$ cat config.mk
export PLATFORM = sky130hd
export DESIGN_NAME = mips_top
export DESIGN_NICKNAME = d
export VERILOG_FILES = /design/src/design/isa_pkg.sv /design/src/design/pipe_pkg.sv /design/src/design/decoder.sv /design/src/design/reg_file.sv /design/src/design/hazard_unit.sv /design/src/design/alu.sv /design/src/design/pipe_core.sv /design/src/design/cfg_regs.sv /design/src/design/mips_top.sv
export SDC_FILE = /design/constraint.sdc
export NUM_CORES = 2
export LEC_CHECK = 0
export BUFFER_PORTS_ARGS = -buffer_cell sky130_fd_sc_hd__buf_2
export CAP_MARGIN = 40
export CELL_PAD_IN_SITES_DETAIL_PLACEMENT = 0
export CELL_PAD_IN_SITES_GLOBAL_PLACEMENT = 2
export CORE_UTILIZATION = 35
export DETAILED_ROUTE_END_ITERATION = 8
export PLACE_DENSITY = 0.63
export SLEW_MARGIN = 20
export SYNTH_ARGS = -nofsm -noshare
export SYNTH_HDL_FRONTEND = slang
export SYNTH_SLANG_ARGS = --single-unit
$ cat constraint.sdc
create_clock -name clk -period 4.1 [get_ports clk]
set_input_delay 0.205 -clock clk [delete_from_list [all_inputs] [get_ports clk]]
set_output_delay 0.205 -clock clk [all_outputs]
set_load 0.05 [all_outputs]
$ cat src/design/isa_pkg.sv
package isa_pkg;

   typedef logic [31:0] word_t;
   typedef logic [4:0]  reg_addr_t;
   typedef logic [5:0]  opcode_t;
   typedef logic [5:0]  funct_t;
   typedef logic [15:0] imm_t;

   // Major opcodes
   localparam opcode_t OP_SPECIAL = 6'h00;
   localparam opcode_t OP_ADDIU   = 6'h09;
   localparam opcode_t OP_ORI     = 6'h0d;
   localparam opcode_t OP_LUI     = 6'h0f;
   localparam opcode_t OP_LW      = 6'h23;
   localparam opcode_t OP_SW      = 6'h2b;

   // SPECIAL funct codes
   localparam funct_t FN_ADDU = 6'h21;
   localparam funct_t FN_SUBU = 6'h23;
   localparam funct_t FN_AND  = 6'h24;
   localparam funct_t FN_OR   = 6'h25;
   localparam funct_t FN_XOR  = 6'h26;
   localparam funct_t FN_SLT  = 6'h2a;

   // Field positions within the instruction word
   localparam int unsigned OPCODE_LSB = 26;
   localparam int unsigned RS_LSB     = 21;
   localparam int unsigned RT_LSB     = 16;
   localparam int unsigned RD_LSB     = 11;
   localparam int unsigned FUNCT_LSB  = 0;
   localparam int unsigned IMM_LSB    = 0;

endpackage

$ cat src/design/pipe_pkg.sv
package pipe_pkg;
   import isa_pkg::*;

   typedef enum logic [2:0] {
      ALU_ADD, ALU_SUB, ALU_AND, ALU_OR, ALU_XOR, ALU_SLT, ALU_LUI
   } alu_op_e;

   typedef enum logic [1:0] {SRC_REG, SRC_SEXT, SRC_ZEXT} src_b_e;

   typedef enum logic [1:0] {FWD_RF, FWD_EX, FWD_MEM} fwd_sel_e;

   // All enables low means bubble
   typedef struct packed {
      alu_op_e   alu_op;
      src_b_e    src_b;
      logic      rs_re;
      logic      rt_re;
      logic      reg_we;
      reg_addr_t dest;
      logic      mem_read;
      logic      mem_write;
   } dec_ctrl_t;

   typedef struct packed {
      dec_ctrl_t ctrl;
      word_t     op_a;
      word_t     op_b;
      imm_t      imm;
      reg_addr_t rs;
      reg_addr_t rt;
   } ex_reg_t;

   typedef struct packed {
      word_t     result;
      word_t     wdata;
      reg_addr_t dest;
      logic      we;
      logic      mem_read;
      logic      mem_write;
   } mem_reg_t;

   typedef struct packed {
      word_t     data;
      reg_addr_t dest;
      logic      we;
   } wb_reg_t;

endpackage

$ cat src/design/decoder.sv
`timescale 1ns/1ns
module decoder import isa_pkg::*, pipe_pkg::*; (
   input  word_t     instr_i,
   output dec_ctrl_t ctrl_o,
   output reg_addr_t rs_o,
   output reg_addr_t rt_o,
   output imm_t      imm_o
);
   opcode_t   opcode;
   funct_t    funct;
   reg_addr_t rd;
   logic      r_valid;
   alu_op_e   r_op;

   assign opcode = instr_i[OPCODE_LSB +: $bits(opcode_t)];
   assign funct  = instr_i[FUNCT_LSB +: $bits(funct_t)];
   assign rs_o   = instr_i[RS_LSB +: $bits(reg_addr_t)];
   assign rt_o   = instr_i[RT_LSB +: $bits(reg_addr_t)];
   assign rd     = instr_i[RD_LSB +: $bits(reg_addr_t)];
   assign imm_o  = instr_i[IMM_LSB +: $bits(imm_t)];

   // Register-register ops
   always_comb begin
      r_valid = 1'b1;
      r_op    = ALU_ADD;
      case (funct)
         FN_ADDU: r_op = ALU_ADD;
         FN_SUBU: r_op = ALU_SUB;
         FN_AND:  r_op = ALU_AND;
         FN_OR:   r_op = ALU_OR;
         FN_XOR:  r_op = ALU_XOR;
         FN_SLT:  r_op = ALU_SLT;
         default: r_valid = 1'b0;
      endcase
   end

   always_comb begin
      ctrl_o = '0;
      case (opcode)
         OP_SPECIAL: begin
            if (r_valid) begin
               ctrl_o.alu_op = r_op;
               ctrl_o.rs_re  = 1'b1;
               ctrl_o.rt_re  = 1'b1;
               ctrl_o.reg_we = 1'b1;
               ctrl_o.dest   = rd;
            end
         end
         OP_ADDIU, OP_LW: begin
            ctrl_o.src_b    = SRC_SEXT;
            ctrl_o.rs_re    = 1'b1;
            ctrl_o.reg_we   = 1'b1;
            ctrl_o.dest     = rt_o;
            ctrl_o.mem_read = (opcode == OP_LW);
         end
         OP_ORI, OP_LUI: begin
            ctrl_o.alu_op = (opcode == OP_LUI) ? ALU_LUI : ALU_OR;
            ctrl_o.src_b  = SRC_ZEXT;
            ctrl_o.rs_re  = (opcode == OP_ORI);
            ctrl_o.reg_we = 1'b1;
            ctrl_o.dest   = rt_o;
         end
         OP_SW: begin
            ctrl_o.src_b     = SRC_SEXT;
            ctrl_o.rs_re     = 1'b1;
            ctrl_o.rt_re     = 1'b1;
            ctrl_o.mem_write = 1'b1;
         end
         default: ctrl_o = '0;
      endcase
   end

endmodule

$ cat src/design/reg_file.sv
`timescale 1ns/1ns
module reg_file import isa_pkg::*; (
   input  logic      clk,
   input  logic      rst,
   input  reg_addr_t raddr_a_i,
   input  reg_addr_t raddr_b_i,
   output word_t     rdata_a_o,
   output word_t     rdata_b_o,
   input  logic      we_i,
   input  reg_addr_t waddr_i,
   input  word_t     wdata_i,
   input  reg_addr_t dbg_addr_i,
   output word_t     dbg_data_o
);
   word_t regs [32];

   // Write-through so writeback is visible to decode in the same cycle
   function automatic word_t read_port(reg_addr_t addr);
      word_t value;
      if (addr == '0) begin
         value = '0;
      end else if (we_i && addr == waddr_i) begin
         value = wdata_i;
      end else begin
         value = regs[addr];
      end
      return value;
   endfunction

   always_comb begin
      rdata_a_o  = read_port(raddr_a_i);
      rdata_b_o  = read_port(raddr_b_i);
      dbg_data_o = read_port(dbg_addr_i);
   end

   always_ff @(posedge clk) begin
      if (rst) begin
         for (int i = 0; i < 32; i++) begin
            regs[i] <= '0;
         end
      end else if (we_i && waddr_i != '0) begin
         regs[waddr_i] <= wdata_i;
      end
   end

endmodule

$ cat src/design/hazard_unit.sv
`timescale 1ns/1ns
module hazard_unit import isa_pkg::*, pipe_pkg::*; (
   input  ex_reg_t   ex_i,
   input  mem_reg_t  mem_i,
   input  reg_addr_t dec_rs_i,
   input  reg_addr_t dec_rt_i,
   input  dec_ctrl_t dec_ctrl_i,
   output fwd_sel_e  fwd_a_o,
   output fwd_sel_e  fwd_b_o,
   output logic      stall_o
);
   logic load_rs, load_rt;

   // Newest producer wins
   function automatic fwd_sel_e pick(reg_addr_t src, ex_reg_t ex, mem_reg_t mem);
      fwd_sel_e sel;
      if (src == '0) begin
         sel = FWD_RF;
      end else if (ex.ctrl.reg_we && ex.ctrl.dest == src) begin
         sel = FWD_EX;
      end else if (mem.we && mem.dest == src) begin
         sel = FWD_MEM;
      end else begin
         sel = FWD_RF;
      end
      return sel;
   endfunction

   assign fwd_a_o = pick(dec_rs_i, ex_i, mem_i);
   assign fwd_b_o = pick(dec_rt_i, ex_i, mem_i);

   // Load data only exists once the load reaches memory stage
   assign load_rs = dec_ctrl_i.rs_re && dec_rs_i == ex_i.ctrl.dest;
   assign load_rt = dec_ctrl_i.rt_re && dec_rt_i == ex_i.ctrl.dest;
   assign stall_o = ex_i.ctrl.mem_read && ex_i.ctrl.dest != '0 && (load_rs || load_rt);

endmodule

$ cat src/design/alu.sv
`timescale 1ns/1ns
module alu import isa_pkg::*, pipe_pkg::*; (
   input  alu_op_e op_i,
   input  word_t   a_i,
   input  word_t   b_i,
   output word_t   result_o
);
   logic less;

   assign less = $signed(a_i) < $signed(b_i);

   always_comb begin
      case (op_i)
         ALU_ADD: begin
            result_o = a_i + b_i;
         end
         ALU_SUB: begin
            result_o = a_i - b_i;
         end
         ALU_AND: begin
            result_o = a_i & b_i;
         end
         ALU_OR: begin
            result_o = a_i | b_i;
         end
         ALU_XOR: begin
            result_o = a_i ^ b_i;
         end
         ALU_SLT: begin
            result_o = {31'b0, less};
         end
         // Immediate arrives zero-extended in the low half
         ALU_LUI: begin
            result_o = {b_i[15:0], 16'h0000};
         end
         default: begin
            result_o = '0;
         end
      endcase
   end

endmodule

$ cat src/design/pipe_core.sv
`timescale 1ns/1ns
module pipe_core import isa_pkg::*, pipe_pkg::*; (
   input  logic       clk,
   input  logic       rst,
   input  logic       run_i,
   input  word_t      stop_pc_i,
   output logic       drained_o,
   input  reg_addr_t  dbg_addr_i,
   output word_t      dbg_data_o,
   output word_t      inst_addr_o,
   input  word_t      inst_data_i,
   output logic       data_en_o,
   output logic [3:0] data_wen_o,
   output word_t      data_addr_o,
   output word_t      data_wdata_o,
   input  word_t      data_rdata_i
);
   word_t     pc, id_instr;
   ex_reg_t   ex_q;
   mem_reg_t  mem_q;
   wb_reg_t   wb_q;
   logic      fetch_en, stall;
   dec_ctrl_t dec_ctrl;
   reg_addr_t dec_rs, dec_rt;
   imm_t      dec_imm;
   word_t     rf_a, rf_b, op_a, op_b;
   fwd_sel_e  fwd_a, fwd_b;
   word_t     alu_b, ex_result, mem_result;

   // Fetch
   assign fetch_en    = run_i && pc != stop_pc_i;
   assign inst_addr_o = pc;

   always_ff @(posedge clk) begin
      if (rst) begin
         pc       <= '0;
         id_instr <= '0;
      end else if (!stall) begin
         if (fetch_en) begin
            pc       <= pc + 32'd4;
            id_instr <= inst_data_i;
         end else begin
            id_instr <= '0;
         end
      end
   end

   // Decode
   decoder u_decoder (
      .instr_i (id_instr),
      .ctrl_o  (dec_ctrl),
      .rs_o    (dec_rs),
      .rt_o    (dec_rt),
      .imm_o   (dec_imm)
   );

   reg_file u_reg_file (
      .clk        (clk),
      .rst        (rst),
      .raddr_a_i  (dec_rs),
      .raddr_b_i  (dec_rt),
      .rdata_a_o  (rf_a),
      .rdata_b_o  (rf_b),
      .we_i       (wb_q.we),
      .waddr_i    (wb_q.dest),
      .wdata_i    (wb_q.data),
      .dbg_addr_i (dbg_addr_i),
      .dbg_data_o (dbg_data_o)
   );

   hazard_unit u_hazard_unit (
      .ex_i       (ex_q),
      .mem_i      (mem_q),
      .dec_rs_i   (dec_rs),
      .dec_rt_i   (dec_rt),
      .dec_ctrl_i (dec_ctrl),
      .fwd_a_o    (fwd_a),
      .fwd_b_o    (fwd_b),
      .stall_o    (stall)
   );

   always_comb begin
      case (fwd_a)
         FWD_EX:  op_a = ex_result;
         FWD_MEM: op_a = mem_result;
         default: op_a = rf_a;
      endcase
      case (fwd_b)
         FWD_EX:  op_b = ex_result;
         FWD_MEM: op_b = mem_result;
         default: op_b = rf_b;
      endcase
   end

   // A stall turns the decode slot into a bubble
   always_ff @(posedge clk) begin
      ex_q.op_a <= op_a;
      ex_q.op_b <= op_b;
      ex_q.imm  <= dec_imm;
      ex_q.rs   <= dec_rs;
      ex_q.rt   <= dec_rt;
      if (rst || stall) begin
         ex_q.ctrl <= '0;
      end else begin
         ex_q.ctrl <= dec_ctrl;
      end
   end

   // Execute
   always_comb begin
      case (ex_q.ctrl.src_b)
         SRC_SEXT: alu_b = {{16{ex_q.imm[15]}}, ex_q.imm};
         SRC_ZEXT: alu_b = {16'h0000, ex_q.imm};
         default:  alu_b = ex_q.op_b;
      endcase
   end

   alu u_alu (
      .op_i     (ex_q.ctrl.alu_op),
      .a_i      (ex_q.op_a),
      .b_i      (alu_b),
      .result_o (ex_result)
   );

   always_ff @(posedge clk) begin
      mem_q.result <= ex_result;
      mem_q.wdata  <= ex_q.op_b;
      mem_q.dest   <= ex_q.ctrl.dest;
      if (rst) begin
         mem_q.we        <= 1'b0;
         mem_q.mem_read  <= 1'b0;
         mem_q.mem_write <= 1'b0;
      end else begin
         mem_q.we        <= ex_q.ctrl.reg_we;
         mem_q.mem_read  <= ex_q.ctrl.mem_read;
         mem_q.mem_write <= ex_q.ctrl.mem_write;
      end
   end

   // Memory, full-word accesses only
   assign data_en_o    = mem_q.mem_read || mem_q.mem_write;
   assign data_wen_o   = {4{mem_q.mem_write}};
   assign data_addr_o  = mem_q.result;
   assign data_wdata_o = mem_q.wdata;
   assign mem_result   = mem_q.mem_read ? data_rdata_i : mem_q.result;

   always_ff @(posedge clk) begin
      wb_q.data <= mem_result;
      wb_q.dest <= mem_q.dest;
      if (rst) begin
         wb_q.we <= 1'b0;
      end else begin
         wb_q.we <= mem_q.we;
      end
   end

   assign drained_o = pc == stop_pc_i
                      && !(dec_ctrl.reg_we || dec_ctrl.mem_read || dec_ctrl.mem_write)
                      && !(ex_q.ctrl.reg_we || ex_q.ctrl.mem_read || ex_q.ctrl.mem_write)
                      && !(mem_q.we || mem_q.mem_read || mem_q.mem_write)
                      && !wb_q.we;

endmodule

$ cat src/design/cfg_regs.sv
`timescale 1ns/1ns
module cfg_regs import isa_pkg::*; (
   input  logic       clk,
   input  logic       rst,
   input  logic       psel_i,
   input  logic       penable_i,
   input  logic       pwrite_i,
   input  logic [7:0] paddr_i,
   input  word_t      pwdata_i,
   output word_t      prdata_o,
   output logic       pready_o,
   output logic       pslverr_o,
   output logic       run_o,
   output word_t      stop_pc_o,
   input  logic       drained_i,
   output reg_addr_t  dbg_addr_o,
   input  word_t      dbg_data_i
);
   localparam logic [7:0] ADDR_CTRL    = 8'h00;
   localparam logic [7:0] ADDR_STOP_PC = 8'h04;
   localparam logic [7:0] ADDR_STATUS  = 8'h08;

   logic  access;
   word_t rd_mux;

   assign access     = psel_i && penable_i;
   assign dbg_addr_o = paddr_i[6:2];
   assign pready_o   = 1'b1;
   assign pslverr_o  = 1'b0;

   always_ff @(posedge clk) begin
      if (rst) begin
         run_o     <= 1'b0;
         // Unreachable stop point until software sets one
         stop_pc_o <= 32'hffff_fffc;
      end else if (access && pwrite_i) begin
         if (paddr_i == ADDR_CTRL) begin
            run_o <= pwdata_i[0];
         end
         if (paddr_i == ADDR_STOP_PC) begin
            stop_pc_o <= pwdata_i;
         end
      end
   end

   // Upper half of the map is the general register window
   always_comb begin
      if (paddr_i[7]) begin
         rd_mux = dbg_data_i;
      end else begin
         case (paddr_i)
            ADDR_CTRL:    rd_mux = {31'b0, run_o};
            ADDR_STOP_PC: rd_mux = stop_pc_o;
            ADDR_STATUS:  rd_mux = {31'b0, drained_i};
            default:      rd_mux = '0;
         endcase
      end
   end

   always_ff @(posedge clk) begin
      if (access && !pwrite_i) begin
         prdata_o <= rd_mux;
      end
   end

endmodule

$ cat src/design/mips_top.sv
`timescale 1ns/1ns
module mips_top import isa_pkg::*; (
   input  logic       clk,
   input  logic       rst,
   output word_t      inst_addr_o,
   input  word_t      inst_data_i,
   output logic       data_en_o,
   output logic [3:0] data_wen_o,
   output word_t      data_addr_o,
   output word_t      data_wdata_o,
   input  word_t      data_rdata_i,
   input  logic       psel_i,
   input  logic       penable_i,
   input  logic       pwrite_i,
   input  logic [7:0] paddr_i,
   input  word_t      pwdata_i,
   output word_t      prdata_o,
   output logic       pready_o,
   output logic       pslverr_o
);
   logic      run, drained;
   word_t     stop_pc, dbg_data;
   reg_addr_t dbg_addr;

   pipe_core u_pipe_core (
      .clk          (clk),
      .rst          (rst),
      .run_i        (run),
      .stop_pc_i    (stop_pc),
      .drained_o    (drained),
      .dbg_addr_i   (dbg_addr),
      .dbg_data_o   (dbg_data),
      .inst_addr_o  (inst_addr_o),
      .inst_data_i  (inst_data_i),
      .data_en_o    (data_en_o),
      .data_wen_o   (data_wen_o),
      .data_addr_o  (data_addr_o),
      .data_wdata_o (data_wdata_o),
      .data_rdata_i (data_rdata_i)
   );

   cfg_regs u_cfg_regs (
      .clk        (clk),
      .rst        (rst),
      .psel_i     (psel_i),
      .penable_i  (penable_i),
      .pwrite_i   (pwrite_i),
      .paddr_i    (paddr_i),
      .pwdata_i   (pwdata_i),
      .prdata_o   (prdata_o),
      .pready_o   (pready_o),
      .pslverr_o  (pslverr_o),
      .run_o      (run),
      .stop_pc_o  (stop_pc),
      .drained_i  (drained),
      .dbg_addr_o (dbg_addr),
      .dbg_data_i (dbg_data)
   );

endmodule

==> flow_summary.toml <==
[route]
dr_total_vias = 59000
drtIter0Drc = 8054
firstDrtPassIters = 5
drc = 0
routed_wl_um = 358000
via_per_inst = 6.08
ant_nets = 0
wl_per_cell_um = 36.9

[clocking]
h-tree-depth = 4
clk_latency_ns = 0.83
cts-root-buf = "clkbuf_16"
clk_pin_slew_worst_paths_ns = 0.07
cts.sinks = 1364
cts_tree = "built"
cts_made_buffers = 163
cts_max_path_buffers = 3

[floorplanning]
chipWidth_um = 483
start_util = 0.353
io_pins = 244
rows = 176
die_area_sq_um = 234000
fp.dieH_um = 483
coreArea_sq_um = 230000

[sta]
fin_crit_ns = 3.98
slew_headroom = 0.343
tns_ns = 0
max_freq_mhz = 251
setup_ws_ns = 0.122
tightest_slew_ns = 0.985
finalSetupViolations = 0
finalCritPeriodShare = 0.970
finClkSkew_ns = 0.0263
holdWs_ns = 0.0859
hold_viol = 0
slew_viol_final = 0

[final_layout]
seq_area_sq_um = 37900
layout.cells.non_filler = 9703
fin_nets = 6761
mostFrequentLayoutCells = "edfxtp_1 (1056), and2_1 (999), mux4_2 (937)"
num-fill-cells = 21200
stdcell_area_sq_um = 95900
layout_commonest_cell = "edfxtp_1"
post-route-util = 0.417
synthToLayoutAreaGrowth_pct = 18.2
multi_input_area_sq_um = 40700
drive_gt1_frac = 0.328

[setup_path]
critPathLaunchType = "flop"
arrival_ns = 4.65
critPathMaxFanout = 3
end_kind = "flop"
reg2regPathDepth = 17
path_class = "flop to flop"
required_ns = 4.78

[grt]
use_met2 = 0.458
grt_pass1_wl_um = 489000
use_met3 = 0.0708
antenna_found_initial = 42
grt_use_total = 0.303
grt_use_met1 = 0.411
grt_overflow = 0
grt_max_degree = 67
busiest_layer = "met2"
first_global_vias = 58200

[pwr]
power_mw = 32.6
vdd.ir_drop.worst_uv = 269
p_leak_nw = 34.5
powerDensity_nw_per_um2 = 340

[synthesis]
ys_seq_area_frac = 0.467
synth_cell_type_count = 89
synth-async-reset-ratio = 0
synth.avg_cell_area_sq_um = 13.4
yosys_register_bits = 1364
yosys_warnings = 0
synth_edf_count = 1056
ys.flop_type = "edfxtp_1"
synth_area_sq_um = 81100
synthCells = 6067

[placed_design]
dp_hpwl_um = 241000
gp_routability_congestion = 0.942
placed_cell_area_sq_um = 88900
dp_cells = 9260
post-place-ws_ns = -0.231
io_buffers = 239

[run_status]
status = "finished clean"

[flow_run]
cap_violations = 0

[worst_hold_path]
hold-path-cell-count = 5
hold_class = "primary input to flop"
==> metal layers <==
layer | up-vias | wire length, um
met5 | - | 22
met4 | 4 | 18600
met3 | 555 | 36300
met2 | 3362 | 158000
met1 | 30900 | 144000
li1 | 24100 | -
==> path summary, 6_finish.rpt <==
kind         slack (ns)                       to                     from
max                0.12     u_pipe_core.ex_q[42]    u_pipe_core.ex_q[100]
min                0.09  u_cfg_regs.stop_pc_o[6]                   psel_i
max reg2reg        0.12     u_pipe_core.ex_q[42]    u_pipe_core.ex_q[100]
min reg2reg        0.36     u_pipe_core.ex_q[17]  u_pipe_core.id_instr[7]
==> final cells by class <==
class,instances,area share
Timing Repair Buffer,935,0.0819
Clock buffer,220,0.0468
Inverter,153,0.00613
Clock inverter,64,0.00573
Antenna cell,10,0.000261
Multi-Input combinational cell,3931,0.424
Tap cell,3026,0.0395
Sequential cell,1364,0.395
==> power breakdown <==
| group | internal, mW | leakage (nW) | total, mW | switching [mW] |
|---|---|---|---|---|
| clock | 8.04 | 2.44 | 14.2 | 6.12 |
| sequential | 15.3 | 13.1 | 15.6 | 0.288 |
| combinational | 1.23 | 18.9 | 2.89 | 1.66 |
| total | 24.6 | 34.5 | 32.6 | 8.07 |
==> what timing repair did <==
| action | in CTS | in global routing |
|---|---|---|
| resized for setup | 29 | 73 |
| gates cloned | 0 | 0 |
| buffers inserted | 4 | 6 |
| hold buffers | 136 | 0 |
| pin swaps | 10 | 29 |
| endpoints found under the hold margin | 186 | 0 |
| endpoints found under the setup margin | 45 | 60 |
==> state kept, by name (all words and copies together), names as in the netlist, named ones only <==
signal / count
u_pipe_core.data_wen_o: 1
u_cfg_regs.run_o: 1
u_pipe_core.mem_q: 7
u_pipe_core.inst_addr_o: 30
u_cfg_regs.stop_pc_o: 32
u_pipe_core.data_addr_o: 32
u_pipe_core.ex_q: 93
u_pipe_core.wb_q: 38
u_pipe_core.data_wdata_o: 32
u_pipe_core.u_reg_file.regs: 1024
u_cfg_regs.prdata_o: 32
u_pipe_core.id_instr: 32
==> cell usage after synthesis, types with 17 or more instances <==
cell,n,share of area
o21a_1,25,0.0023
o211ai_1,35,0.0032
a211oi_1,52,0.0048
a21oi_1,163,0.010
buf_4,74,0.0068
o21ai_0,166,0.010
ha_1,102,0.016
nor3_1,41,0.0025
edfxtp_1,1056,0.39
mux2_2,33,0.0046
a31oi_1,35,0.0027
and2_1,999,0.077
nand3b_1,35,0.0032
o2111ai_1,21,0.0023
o31ai_1,17,0.0016
xor2_1,57,0.0062
inv_1,144,0.0067
nand2_1,304,0.014
a22oi_1,87,0.0081
mux2i_1,77,0.0095
dfxtp_1,308,0.076
buf_2,117,0.0072
nand3_1,84,0.0052
xnor2_1,50,0.0054
or2_2,35,0.0027
nand4_1,21,0.0016
and3_1,24,0.0019
nor2_1,269,0.012
mux4_2,937,0.26
buf_1,58,0.0027
nor4_1,22,0.0017
clkbuf_1,402,0.019
==> cell families after synthesis <==
logic type,share of synthesized area
AND/OR/NAND/NOR,0.128
flip-flops,0.467
multiplexers,0.274
buffers and inverters,0.0426
AO/OA/AOI/OAI,0.0605
XOR/XNOR,0.0116
adder cells (fa/ha/maj),0.0162
other,0.0000926
==> critical path: stages (launching register included) <==
cell      delay, ns
dfxtp_2        0.33
inv_1          0.06
ha_4           0.29
o21ba_4        0.17
buf_4          0.14
a22oi_2        0.19
inv_2          0.07
fa_2           0.37
a21o_1         0.20
a221o_1        0.42
a221oi_4       0.34
buf_4          0.17
a21oi_2        0.10
a31oi_2        0.23
o22ai_1        0.10
a22oi_1        0.25
a21boi_4       0.27
a211oi_1       0.10
No activity file was read; power rests on OpenSTA's default activity.
